==> src/logic/muldiv_defs.svh <==
`ifndef MULDIV_DEFS_SVH
`define MULDIV_DEFS_SVH

// operand width of the HI/LO datapath
`define MD_WIDTH 32

// cycles a multiply holds stall before its done cycle
`define MD_MUL_CYCLES 3

// one restoring step per quotient bit
`define MD_DIV_ITERS `MD_WIDTH

`endif

==> src/logic/muldiv_pkg.sv <==
package muldiv_pkg;

    // ops held on the op port by the pipeline
    typedef enum logic [3:0] {
        MD_NOP   = 4'd0,
        MD_MULT  = 4'd1,
        MD_MULTU = 4'd2,
        MD_MADD  = 4'd3,
        MD_MADDU = 4'd4,
        MD_MSUB  = 4'd5,
        MD_MSUBU = 4'd6,
        MD_DIV   = 4'd7,
        MD_DIVU  = 4'd8,
        MD_MTHI  = 4'd9,
        MD_MTLO  = 4'd10
    } muldiv_op_e;

    // how a finished result lands in HI/LO
    typedef enum logic [2:0] {
        HL_WRITE   = 3'd0,
        HL_ADD     = 3'd1,
        HL_SUB     = 3'd2,
        HL_HI_ONLY = 3'd3,
        HL_LO_ONLY = 3'd4
    } hilo_mode_e;

endpackage

==> src/logic/muldiv_result_if.sv <==
`timescale 1ns/1ns
`include "muldiv_defs.svh"

// one finished result, controller to HI/LO
interface muldiv_result_if;
    logic                   wr;   // single-cycle write strobe
    muldiv_pkg::hilo_mode_e mode;
    logic [`MD_WIDTH-1:0]   hi;
    logic [`MD_WIDTH-1:0]   lo;

    modport src (
        output wr, mode, hi, lo
    );

    modport dst (
        input wr, mode, hi, lo
    );

endinterface

==> src/logic/mult_unit.sv <==
`timescale 1ns/1ns
`include "muldiv_defs.svh"

module mult_unit (
    input  logic                     clk,
    input  logic                     rst,
    input  logic                     start,
    input  logic                     abort,
    input  logic                     signed_op,
    input  logic [`MD_WIDTH-1:0]     a,
    input  logic [`MD_WIDTH-1:0]     b,
    output logic                     done,
    output logic [2*`MD_WIDTH-1:0]   product
);
    localparam int W  = `MD_WIDTH;
    localparam int CW = $clog2(`MD_MUL_CYCLES + 1);
    localparam logic [CW-1:0] LAST = CW'(`MD_MUL_CYCLES - 1);

    typedef enum logic [1:0] {IDLE, RUN, FIN} state_e;

    state_e         state;
    logic [CW-1:0]  cnt;
    logic [W-1:0]   mag_a;
    logic [W-1:0]   mag_b;
    logic [2*W-1:0] prod_q;   // unsigned magnitude product
    logic           neg_q;

    assign mag_a = (signed_op && a[W-1]) ? -a : a;
    assign mag_b = (signed_op && b[W-1]) ? -b : b;

    // product captured on the start edge, operands are held by the pipeline
    always_ff @(posedge clk) begin
        if (start) begin
            prod_q <= {{W{1'b0}}, mag_a} * {{W{1'b0}}, mag_b};
            neg_q  <= signed_op && (a[W-1] ^ b[W-1]);
        end
    end

    always_ff @(posedge clk) begin
        if (rst || abort) begin
            state <= IDLE;
            cnt   <= '0;
        end else begin
            case (state)
                IDLE: if (start) begin
                    state <= RUN;
                    cnt   <= CW'(1);   // start cycle counts as the first
                end
                RUN: if (cnt == LAST) state <= FIN;
                     else cnt <= cnt + 1'b1;
                FIN: state <= IDLE;
                default: state <= IDLE;
            endcase
        end
    end

    assign done    = (state == FIN);
    assign product = neg_q ? -prod_q : prod_q;   // sign fix on the way out

endmodule

==> src/logic/div_unit.sv <==
`timescale 1ns/1ns
`include "muldiv_defs.svh"

module div_unit (
    input  logic                 clk,
    input  logic                 rst,
    input  logic                 start,
    input  logic                 abort,
    input  logic                 signed_op,
    input  logic [`MD_WIDTH-1:0] dividend,
    input  logic [`MD_WIDTH-1:0] divisor,
    output logic                 busy,
    output logic                 done,
    output logic [`MD_WIDTH-1:0] quotient,
    output logic [`MD_WIDTH-1:0] remainder
);
    localparam int W  = `MD_WIDTH;
    localparam int CW = $clog2(`MD_DIV_ITERS);
    localparam logic [CW-1:0] LAST = CW'(`MD_DIV_ITERS - 1);

    typedef enum logic [1:0] {IDLE, RUN, FIX} state_e;

    state_e        state;
    logic [CW-1:0] iter;
    logic [W-1:0]  rem_q;     // partial remainder
    logic [W-1:0]  quo_q;     // dividend bits shift out, quotient bits shift in
    logic [W-1:0]  dvsr_q;
    logic          neg_quo;
    logic          neg_rem;
    logic          div_zero;
    logic          dvd_neg;
    logic          dvs_neg;
    logic [W:0]    partial;
    logic [W:0]    diff;

    assign dvd_neg = signed_op && dividend[W-1];
    assign dvs_neg = signed_op && divisor[W-1];

    // trial subtract, top bit set means the divisor did not fit
    assign partial = {rem_q, quo_q[W-1]};
    assign diff    = partial - {1'b0, dvsr_q};

    always_ff @(posedge clk) begin
        if (rst || abort) begin
            state <= IDLE;
            iter  <= '0;
            done  <= 1'b0;
        end else begin
            done <= 1'b0;
            case (state)
                IDLE: if (start) begin
                    state <= RUN;
                    iter  <= '0;
                end
                RUN: begin
                    iter <= iter + 1'b1;
                    if (iter == LAST) state <= FIX;
                end
                FIX: begin
                    state <= IDLE;
                    done  <= 1'b1;   // results registered on this same edge
                end
                default: state <= IDLE;
            endcase
        end
    end

    always_ff @(posedge clk) begin
        if (start && state == IDLE) begin
            rem_q    <= '0;
            quo_q    <= dvd_neg ? -dividend : dividend;
            dvsr_q   <= dvs_neg ? -divisor : divisor;
            neg_quo  <= dvd_neg ^ dvs_neg;
            neg_rem  <= dvd_neg;   // remainder follows the dividend
            div_zero <= (divisor == '0);
        end else if (state == RUN) begin
            if (!diff[W]) begin
                rem_q <= diff[W-1:0];
                quo_q <= {quo_q[W-2:0], 1'b1};
            end else begin
                rem_q <= partial[W-1:0];
                quo_q <= {quo_q[W-2:0], 1'b0};
            end
        end else if (state == FIX) begin
            // zero divisor leaves the dividend magnitude in rem_q
            quotient  <= div_zero ? '1 : (neg_quo ? -quo_q : quo_q);
            remainder <= neg_rem ? -rem_q : rem_q;
        end
    end

    assign busy = (state != IDLE);

endmodule

==> src/logic/muldiv_ctrl.sv <==
`timescale 1ns/1ns
`include "muldiv_defs.svh"

module muldiv_ctrl (
    input  logic                   clk,
    input  logic                   rst,
    input  muldiv_pkg::muldiv_op_e op,
    input  logic [`MD_WIDTH-1:0]   a,
    input  logic [`MD_WIDTH-1:0]   b,
    input  logic                   flush,
    output logic                   stall,
    muldiv_result_if.src           res
);
    localparam int W = `MD_WIDTH;

    logic                   is_mul;
    logic                   is_div;
    logic                   is_mthi;
    logic                   is_mtlo;
    logic                   sign_op;
    muldiv_pkg::hilo_mode_e mode;
    logic                   busy_q;   // held op already started its unit
    logic                   mul_start;
    logic                   mul_done;
    logic [2*W-1:0]         product;
    logic                   div_start;
    logic                   div_busy;
    logic                   div_done;
    logic [W-1:0]           quotient;
    logic [W-1:0]           remainder;

    always_comb begin
        is_mul  = 1'b0;
        is_div  = 1'b0;
        is_mthi = 1'b0;
        is_mtlo = 1'b0;
        sign_op = 1'b0;
        mode    = muldiv_pkg::HL_WRITE;
        case (op)
            muldiv_pkg::MD_MULT:  begin is_mul = 1'b1; sign_op = 1'b1; end
            muldiv_pkg::MD_MULTU: is_mul = 1'b1;
            muldiv_pkg::MD_MADD:  begin is_mul = 1'b1; sign_op = 1'b1; mode = muldiv_pkg::HL_ADD; end
            muldiv_pkg::MD_MADDU: begin is_mul = 1'b1; mode = muldiv_pkg::HL_ADD; end
            muldiv_pkg::MD_MSUB:  begin is_mul = 1'b1; sign_op = 1'b1; mode = muldiv_pkg::HL_SUB; end
            muldiv_pkg::MD_MSUBU: begin is_mul = 1'b1; mode = muldiv_pkg::HL_SUB; end
            muldiv_pkg::MD_DIV:   begin is_div = 1'b1; sign_op = 1'b1; end
            muldiv_pkg::MD_DIVU:  is_div = 1'b1;
            muldiv_pkg::MD_MTHI:  begin is_mthi = 1'b1; mode = muldiv_pkg::HL_HI_ONLY; end
            muldiv_pkg::MD_MTLO:  begin is_mtlo = 1'b1; mode = muldiv_pkg::HL_LO_ONLY; end
            default: ;
        endcase
    end

    // one start per held op, never into a flush
    assign mul_start = is_mul && !busy_q && !flush;
    assign div_start = is_div && !busy_q && !div_busy && !flush;

    always_ff @(posedge clk) begin
        if (rst || flush || mul_done || div_done) busy_q <= 1'b0;
        else if (mul_start || div_start) busy_q <= 1'b1;
    end

    // low again in the done cycle, which is where the op is consumed
    assign stall = (is_mul && !mul_done) || (is_div && !div_done);

    always_comb begin
        res.mode = mode;
        res.hi   = a;   // moves take the operand straight through
        res.lo   = a;
        if (mul_done) begin
            res.hi = product[2*W-1:W];
            res.lo = product[W-1:0];
            res.wr = is_mul;
        end else if (div_done) begin
            res.hi = remainder;
            res.lo = quotient;
            res.wr = is_div;
        end else begin
            res.wr = is_mthi || is_mtlo;
        end
        if (flush) res.wr = 1'b0;   // aborted op never lands
    end

    mult_unit u_mult (
        .clk       (clk),
        .rst       (rst),
        .start     (mul_start),
        .abort     (flush),
        .signed_op (sign_op),
        .a         (a),
        .b         (b),
        .done      (mul_done),
        .product   (product)
    );

    div_unit u_div (
        .clk       (clk),
        .rst       (rst),
        .start     (div_start),
        .abort     (flush),
        .signed_op (sign_op),
        .dividend  (a),
        .divisor   (b),
        .busy      (div_busy),
        .done      (div_done),
        .quotient  (quotient),
        .remainder (remainder)
    );

endmodule

==> src/logic/hilo_regs.sv <==
`timescale 1ns/1ns
`include "muldiv_defs.svh"

module hilo_regs (
    input  logic                 clk,
    input  logic                 rst,
    muldiv_result_if.dst         res,
    output logic [`MD_WIDTH-1:0] hi,
    output logic [`MD_WIDTH-1:0] lo
);
    localparam int W = `MD_WIDTH;

    logic [2*W-1:0] acc;
    logic [2*W-1:0] sum;
    logic [2*W-1:0] dif;

    // full 64-bit math so the carry crosses from LO into HI
    assign acc = {hi, lo};
    assign sum = acc + {res.hi, res.lo};
    assign dif = acc - {res.hi, res.lo};

    always_ff @(posedge clk) begin
        if (rst) begin
            hi <= '0;
            lo <= '0;
        end else if (res.wr) begin
            case (res.mode)
                muldiv_pkg::HL_WRITE: begin
                    hi <= res.hi;
                    lo <= res.lo;
                end
                muldiv_pkg::HL_ADD:     {hi, lo} <= sum;   // madd
                muldiv_pkg::HL_SUB:     {hi, lo} <= dif;   // msub
                muldiv_pkg::HL_HI_ONLY: hi <= res.hi;
                muldiv_pkg::HL_LO_ONLY: lo <= res.lo;
                default: ;
            endcase
        end
    end

endmodule

==> src/logic/muldiv_top.sv <==
`timescale 1ns/1ns
`include "muldiv_defs.svh"

module muldiv_top (
    input  logic                   clk,
    input  logic                   rst,
    input  muldiv_pkg::muldiv_op_e op,
    input  logic [`MD_WIDTH-1:0]   a,
    input  logic [`MD_WIDTH-1:0]   b,
    input  logic                   flush,
    output logic                   stall,
    output logic [`MD_WIDTH-1:0]   hi,
    output logic [`MD_WIDTH-1:0]   lo
);

    // finished results from the controller into HI/LO
    muldiv_result_if res_if ();

    muldiv_ctrl u_ctrl (
        .clk   (clk),
        .rst   (rst),
        .op    (op),
        .a     (a),
        .b     (b),
        .flush (flush),
        .stall (stall),
        .res   (res_if.src)
    );

    hilo_regs u_hilo (
        .clk (clk),
        .rst (rst),
        .res (res_if.dst),
        .hi  (hi),
        .lo  (lo)
    );

endmodule

==> config.mk <==
export PLATFORM = sky130hd
export DESIGN_NAME = muldiv_top
export DESIGN_NICKNAME = d
export VERILOG_FILES = /design/src/logic/muldiv_pkg.sv /design/src/logic/muldiv_result_if.sv /design/src/logic/mult_unit.sv /design/src/logic/div_unit.sv /design/src/logic/muldiv_ctrl.sv /design/src/logic/hilo_regs.sv /design/src/logic/muldiv_top.sv
export VERILOG_INCLUDE_DIRS = /design/src /design/src/logic
export SDC_FILE = /design/constraint.sdc
export NUM_CORES = 2
export LEC_CHECK = 0
export ABC_AREA = 0
export BUFFER_PORTS_ARGS = -buffer_cell sky130_fd_sc_hd__buf_4
export CORE_AREA = 10 10 494 496
export CTS_BUF_LIST = sky130_fd_sc_hd__clkbuf_16
export DETAILED_ROUTE_END_ITERATION = 6
export DIE_AREA = 0 0 504 506
export SLEW_MARGIN = 30
export SYNTH_ARGS = -nofsm -noshare
export SYNTH_HDL_FRONTEND = slang
export SYNTH_SLANG_ARGS = --single-unit
==> constraint.sdc <==
create_clock -name clk -period 16.7 [get_ports clk]
set_input_delay 3.34 -clock clk [delete_from_list [all_inputs] [get_ports clk]]
set_output_delay 3.34 -clock clk [all_outputs]
set_load 0.01 [all_outputs]
Word-level counts from Yosys, hierarchy flattened
Cells that the tools add are included.
{ "totals": {"input_bits": 71, "elab_cells": 139, "register_bits": 305} }
{ "classes": {"muxes": 35, "addsub": 10, "n_mul": 1, "n_reduce_logical": 46, "bitwise": 4, "n_eq_ne": 25} }
{ "op_table": {"columns": ["operator", "count"], "rows": [
  ["32-bit 2-to-1 mux", 11],
  ["32-bit one-hot mux with 3 select lines", 2],
  ["32-bit negation", 4],
  ["64-bit adder", 1],
  ["32-bit by 32-bit multiplier with 64-bit output", 1],
  ["64-bit 2-to-1 mux", 1],
  ["64-bit negation", 1],
  ["64-bit subtractor", 1],
  ["33-bit by 32-bit subtractor with 33-bit output", 1],
  ["32-bit logical NOT", 1],
  ["4-bit by 3-bit == test with 1-bit output, second input constant", 4],
  ["4-bit == test, second input constant", 3],
  ["2-bit one-hot mux with 2 select lines", 3],
  ["3-bit one-hot mux with 4 select lines", 1],
  ["1-bit logical AND", 11],
  ["1-bit 2-to-1 mux", 10],
  ["2-bit 2-to-1 mux", 5],
  ["5-bit one-hot mux with 2 select lines", 1],
  ["2-bit AND reduction", 5],
  ["2-bit OR reduction", 5],
  ["4-bit by 2-bit == test with 1-bit output, second input constant", 2],
  ["2-bit nonzero test", 4],
  ["2-bit == test, second input constant", 3],
  ["3-bit by 2-bit == test with 1-bit output, second input constant", 2],
  ["other kinds (20)", 38]
]} }

Depth between registers and ports, before layout
{ "depth": {"word_depth": 9, "ltp_mapped": 39} }

By module
Synthesis repeated with hierarchy kept, for this count alone.
{ "unflattened": {"cells_unflattened": 7254, "area_unflattened_um2": 60261.5} }
{ "modules_own_cells": {"columns": ["mod", "area_per_inst_um2", "n_inst", "cells_per_inst"], "rows": [
  ["mult_unit", 37200.7, 1, 4231],
  ["hilo_regs", 11113.2, 1, 1651],
  ["div_unit", 10481.3, 1, 1088],
  ["muldiv_ctrl", 1466.4, 1, 284]
]} }

Worst setup path before layout
Ideal clock, no wire load.
{ "synth_timing": {"path_type": "input-to-reg", "from": "input port b[16]", "to": "register u_ctrl.u_mult.prod_q[61] (data pin)", "required_ps": 16438, "setup_slack_ps": 3615, "setup_time_ps": 262, "arrival_time_ps": 12823, "cell_stages": 38, "cell_sequence": "nor3_1 nand2b_1 or3_1 or3_1 or3_1 or2_2 o21ai_0 xor2_1 inv_1 clkbuf_1 clkbuf_1 nand2_1 fa_1 inv_1 fa_1 inv_1 fa_1 inv_1 (+2 left out) fa_1 fa_1 inv_1 fa_1 inv_1 ha_1 clkbuf_1 a21o_1 a21o_1 a221oi_1 o21ai_0 nor3b_1 a211oi_1 o41ai_1 o21ai_0 a2111oi_0 a21oi_1 xor2_1"} }
{ "synth_via": {"elab_chain_len": 3} }
{ "synth_rtl": {"columns": ["item", "line_no", "rtl"], "rows": [
  ["start: declaration", "muldiv_top.sv:9", "input logic [`MD_WIDTH-1:0] b,"],
  ["32-bit negation", "mult_unit.sv:29", "assign mag_b = (signed_op && b[W-1]) ? -b : b;"],
  ["32-bit 2-to-1 mux", "mult_unit.sv:29", null],
  ["net u_ctrl.u_mult.mag_b[25]", "mult_unit.sv:24", "logic [W-1:0] mag_b;"],
  ["32-bit by 32-bit multiplier with 64-bit output", "mult_unit.sv:34", "prod_q <= {{W{1'b0}}, mag_a} * {{W{1'b0}}, mag_b};"],
  ["end signal: assignment", "mult_unit.sv:34", null],
  ["end: declaration", "mult_unit.sv:25", "logic [2*W-1:0] prod_q;"]
]} }
The timed path passes the listed nets, and every way through them passes these cells.
A chain may end at the register's enable or synchronous reset.

Worst setup path after layout
{ "layout_timing": {"from": "input port b[0]", "to": "register u_ctrl.u_mult.prod_q[61] (data pin)"} }
{ "layout_via": {"elab_chain_len": 3} }
{ "layout_rtl": {"columns": ["item", "line_no"], "rows": [
  ["32-bit negation", "mult_unit.sv:29"],
  ["32-bit 2-to-1 mux (*)", "mult_unit.sv:29"],
  ["32-bit by 32-bit multiplier with 64-bit output (*)", "mult_unit.sv:34"]
]} }
Mark *: on every way between the ends. The rest lies on a longest branch, timed or not.

==> impl_metrics.prom <==
# TYPE chip_impl_metric gauge
chip_impl_metric{name="cpPeakStageDelay",unit="ns"} 0.75
chip_impl_metric{name="wirelength_met1",unit="um"} 95200
chip_impl_metric{name="finish.utilization",unit="%"} 27.8
chip_impl_metric{name="worst_slew_pin_slew",unit="ns"} 1.10
chip_impl_metric{name="final.fill_count",unit=""} 25000
chip_impl_metric{name="drt_wl_total",unit="um"} 232000
chip_impl_info{name="critical-path-top-cell-by-count",value="fa_1"} 1
chip_impl_info{name="worstHoldPathType",value="reg2reg"} 1
chip_impl_metric{name="ff_latch_area",unit="um2"} 8070
chip_impl_metric{name="finalCritPeriodShare",unit="%"} 84.9
chip_impl_metric{name="ys_async_sr_fraction",unit="%"} 0
chip_impl_metric{name="detailed_place_hpwl",unit="um"} 185000
chip_impl_metric{name="final.setup.tns",unit="ns"} 0
chip_impl_metric{name="boundary_pins",unit=""} 136
chip_impl_metric{name="grt_overflow_total",unit=""} 0
chip_impl_metric{name="placed_instance_count",unit=""} 10100
chip_impl_metric{name="routed-via-count",unit=""} 52100
chip_impl_metric{name="chipWidth",unit="um"} 504
chip_impl_info{name="endpoint_kind",value="flip-flop"} 1
chip_impl_metric{name="final_nets",unit=""} 8370
chip_impl_metric{name="clock_tree.buffer_depth",unit=""} 3
chip_impl_metric{name="layout_cell_share_with_drive_strength_beyond_1",unit="%"} 7.17
chip_impl_metric{name="finalSetupViolCount",unit=""} 0
chip_impl_metric{name="post_synth_instance_area",unit="um2"} 58200
chip_impl_metric{name="fin_crit",unit="ns"} 14.17
chip_impl_metric{name="initial_utilization",unit="%"} 24.9
chip_impl_metric{name="setup_ws",unit="ns"} 2.53
chip_impl_metric{name="die_area",unit="um2"} 255000
chip_impl_metric{name="post_synthesis_average_cell_area",unit="um2"} 8.32
chip_impl_metric{name="detailedRoute.firstIterationViolations",unit=""} 5073
chip_impl_metric{name="met2RoutedLength",unit="um"} 102000
chip_impl_info{name="rsz_0062_raised_after_global_routing",value="no"} 1
chip_impl_metric{name="dp_slack",unit="ns"} 2.09
chip_impl_metric{name="clock.fmax",unit="GHz"} 0.0706
chip_impl_metric{name="wl_per_cell",unit="um"} 22.8
chip_impl_metric{name="synth-edff-count",unit=""} 196
chip_impl_metric{name="multi_input_comb_area",unit="um2"} 45200
chip_impl_info{name="critical_path.top_delay_family",value="adder cells"} 1
chip_impl_metric{name="count_of_max_cap_constraint_violations",unit=""} 0
chip_impl_info{name="status",value="completed"} 1
chip_impl_metric{name="remaining_number_of_nets_flagged_by_the_antenna_check_after_routing",unit=""} 0
chip_impl_metric{name="design.core.area",unit="um2"} 234000
chip_impl_info{name="cts_tree",value="done"} 1
chip_impl_metric{name="initial_antenna_violation_count",unit=""} 33
chip_impl_metric{name="clk_pin_slew",unit="ns"} 0.06
chip_impl_metric{name="insertion_delay",unit="ns"} 0.60
chip_impl_metric{name="critPathBufInv",unit=""} 10
chip_impl_metric{name="clkSinkCount",unit=""} 305
chip_impl_metric{name="cp_data_required_time",unit="ns"} 17.04
chip_impl_metric{name="post-cts-setup-buffers",unit=""} 0
chip_impl_info{name="maxUsedRoutingLayer",value="met5"} 1
chip_impl_metric{name="yosysWarningCount",unit=""} 0
chip_impl_metric{name="ctsHoldBuffers",unit=""} 0
chip_impl_metric{name="layout-area-overhead-vs-synth",unit="%"} 11.9
chip_impl_info{name="worst-setup-path-type",value="in2reg"} 1
chip_impl_metric{name="synthesis.instances",unit=""} 6999
chip_impl_metric{name="post_cts_resized",unit=""} 0
chip_impl_metric{name="grt_first_pass_wirelength",unit="um"} 344000
chip_impl_info{name="crit_slowest_cell",value="clkinv_1"} 1
chip_impl_metric{name="row_count",unit=""} 178
chip_impl_metric{name="routed-wl-met3",unit="um"} 20100
chip_impl_info{name="clock_tree.root_cell",value="clkbuf_16"} 1
chip_impl_metric{name="synth_seq_cells",unit=""} 305
chip_impl_info{name="synth-main-ff-cell",value="edfxtp_1"} 1
chip_impl_metric{name="yosys.cell_types.count",unit=""} 89
chip_impl_metric{name="gp_routability_congestion",unit=""} 0.958
chip_impl_metric{name="place.port_buffers",unit=""} 135
chip_impl_metric{name="slew_viol_final",unit=""} 0
chip_impl_metric{name="first_global_vias",unit=""} 52900
chip_impl_metric{name="final_cell_count_no_fill",unit=""} 10200
chip_impl_metric{name="vias_per_cell",unit=""} 5.13
chip_impl_metric{name="vertical_die_dimension",unit="um"} 506
chip_impl_metric{name="pin_count_of_the_biggest_net_entering_global_routing",unit=""} 87
chip_impl_metric{name="report.final.hold_viol_count",unit=""} 0
chip_impl_metric{name="route.detailed.drc",unit=""} 0
chip_impl_metric{name="clock_tree.htree_level_count",unit=""} 2
chip_impl_metric{name="worstPathArrival",unit="ns"} 14.51
chip_impl_metric{name="track_usage",unit="%"} 17.6
chip_impl_metric{name="worst_slew_margin_rel",unit="%"} 26.5
chip_impl_metric{name="cts-buffers-inserted",unit=""} 42
chip_impl_metric{name="firstDrtPassIters",unit=""} 7
chip_impl_metric{name="seq_area_frac_synth",unit="%"} 13.9
chip_impl_metric{name="highest_fanout_seen_on_the_critical_path",unit=""} 28
chip_impl_metric{name="syn-num-nets",unit=""} 8398
chip_impl_info{name="startpoint_type",value="primary input"} 1
chip_impl_metric{name="clock-skew-final",unit="ns"} 0.0249
sequential cells by signal, summed over array words and instances (netlist names), 2 cells and up:
name                    count
u_ctrl.u_mult.prod_q       64
u_ctrl.u_div.dvsr_q        32
u_ctrl.u_div.quo_q         32
u_ctrl.u_div.quotient      32
u_ctrl.u_div.rem_q         32
u_ctrl.u_div.remainder     32
u_hilo.hi                  32
u_hilo.lo                  32
u_ctrl.u_div.iter           5
u_ctrl.u_div.state          2
u_ctrl.u_mult.cnt           2
u_ctrl.u_mult.state         2
cell families (layout without fill, tap and decap cells):
family | after synthesis | count (layout) | share of synthesized area [%]
AOI/OAI and AO/OA | 1267 | 1267 | 14.1
other | 0 | 10 | 0
muxes | 51 | 51 | 0.886
and+or+nand+nor | 2227 | 2227 | 16.5
buffers and inverters | 1506 | 1512 | 9.74
xor gates and xnor gates | 315 | 315 | 4.77
adders and majority gates | 1328 | 1328 | 40.1
DFF | 305 | 305 | 13.9
through the flow:
step	hold slack (ns)	area (um2)
2_1_floorplan	0.423	58200
3_3_place_gp	0.436	63600
3_5_place_dp	0.456	63600
4_1_cts	0.464	65000
5_1_grt	0.483	65100
6_report	0.466	65100
cells in the final DEF, fill, tap and decap left out, drive strengths merged, types with 27 or more instances in the layout:
| master | synthesis | layout |
|---|---|---|
| nand3 | 77 | 77 |
| fa | 899 | 899 |
| a31oi | 69 | 69 |
| o21ai | 259 | 259 |
| xnor2 | 212 | 212 |
| xor2 | 103 | 103 |
| or4 | 32 | 32 |
| o31ai | 68 | 68 |
| a211oi | 69 | 69 |
| inv | 1134 | 1141 |
| buf | 35 | 288 |
| nand2 | 782 | 782 |
| nor2 | 922 | 922 |
| o21bai | 69 | 69 |
| or3 | 43 | 43 |
| a221oi | 27 | 27 |
| edfxtp | 196 | 196 |
| nand4 | 42 | 42 |
| nand2b | 38 | 38 |
| o41ai | 29 | 29 |
| and3 | 37 | 37 |
| dfxtp | 109 | 109 |
| ha | 429 | 429 |
| nor4 | 66 | 66 |
| nor2b | 37 | 37 |
| a21oi | 366 | 366 |
| clkbuf | 325 | 43 |
| nor3 | 74 | 74 |
| mux2i | 47 | 47 |
| clkinv | 12 | 33 |
| a21o | 82 | 82 |
path summary, 6_finish.rpt:
check / startpoint / endpoint / slack [ns] / cells past startpoint
setup / recovery: b[0] / u_ctrl.u_mult.prod_q[61]$_DFFE_PP_ / 2.53 / 36
hold / removal: u_ctrl.u_div.iter[3]$_SDFFE_PP0P_ / u_ctrl.u_div.iter[3]$_SDFFE_PP0P_ / 0.47 / 1
setup reg to reg: u_ctrl.u_mult.prod_q[2]$_DFFE_PP_ / u_hilo.hi[30]$_SDFFE_PP0P_ / 8.13 / 20
hold reg to reg: u_ctrl.u_div.iter[3]$_SDFFE_PP0P_ / u_ctrl.u_div.iter[3]$_SDFFE_PP0P_ / 0.47 / 1
synth_stat cells, drive strengths merged, types with 38 or more instances:
cell type / count / share of area, %
inv: 1134 / 7.3
nor2: 922 / 5.9
fa: 899 / 31
nand2: 782 / 5.0
ha: 429 / 9.2
a21oi: 366 / 3.2
clkbuf: 325 / 2.1
o21ai: 259 / 2.2
xnor2: 212 / 3.2
edfxtp: 196 / 10
dfxtp: 109 / 3.7
xor2: 103 / 1.5
a21o: 82 / 1.1
nand3: 77 / 0.66
nor3: 74 / 0.64
a211oi: 69 / 0.90
a31oi: 69 / 0.74
o21bai: 69 / 0.89
o31ai: 68 / 0.88
nor4: 66 / 0.76
mux2i: 47 / 0.81
or3: 43 / 0.47
nand4: 42 / 0.45
nand2b: 38 / 0.43
worst register-to-register path: stages, from the launching register on:
cell	delay [ns]
edfxtp_1	0.47
or4_4	0.56
or4b_1	0.71
nand2b_4	0.22
or4_1	0.55
o31ai_1	0.30
xor2_1	0.25
nor2_1	0.08
a21oi_1	0.58
inv_1	0.14
ha_1	0.52
or4_1	0.72
nor4_1	0.31
inv_1	0.12
a221oi_1	0.80
o31ai_1	0.32
a21oi_1	0.65
a311oi_1	0.32
o21ai_0	0.35
xor2_1	0.12
a2111oi_0	0.38
metal layers:
| metal | GRT usage [%] | vias up |
|---|---|---|
| met2 | 27.7 | 2708 |
| met3 | 3.21 | 632 |
| met4 | 9.05 | 8 |
| met1 | 23.0 | 26100 |
| li1 | - | 22700 |
| met5 | 0 | - |
area by class of cell:
cell class,instances,share of cell area (%)
Tap cell,3150,6.05
Clock buffer,43,1.65
Antenna cell,10,0.0384
Clock inverter,35,0.490
Timing Repair Buffer,288,3.36
Inverter,1146,6.61
Multi-Input combinational cell,5188,69.4
Sequential cell,305,12.4
Power is not shown: default switching activity piles up to over one toggle a cycle in this logic, so the estimate is an artifact.
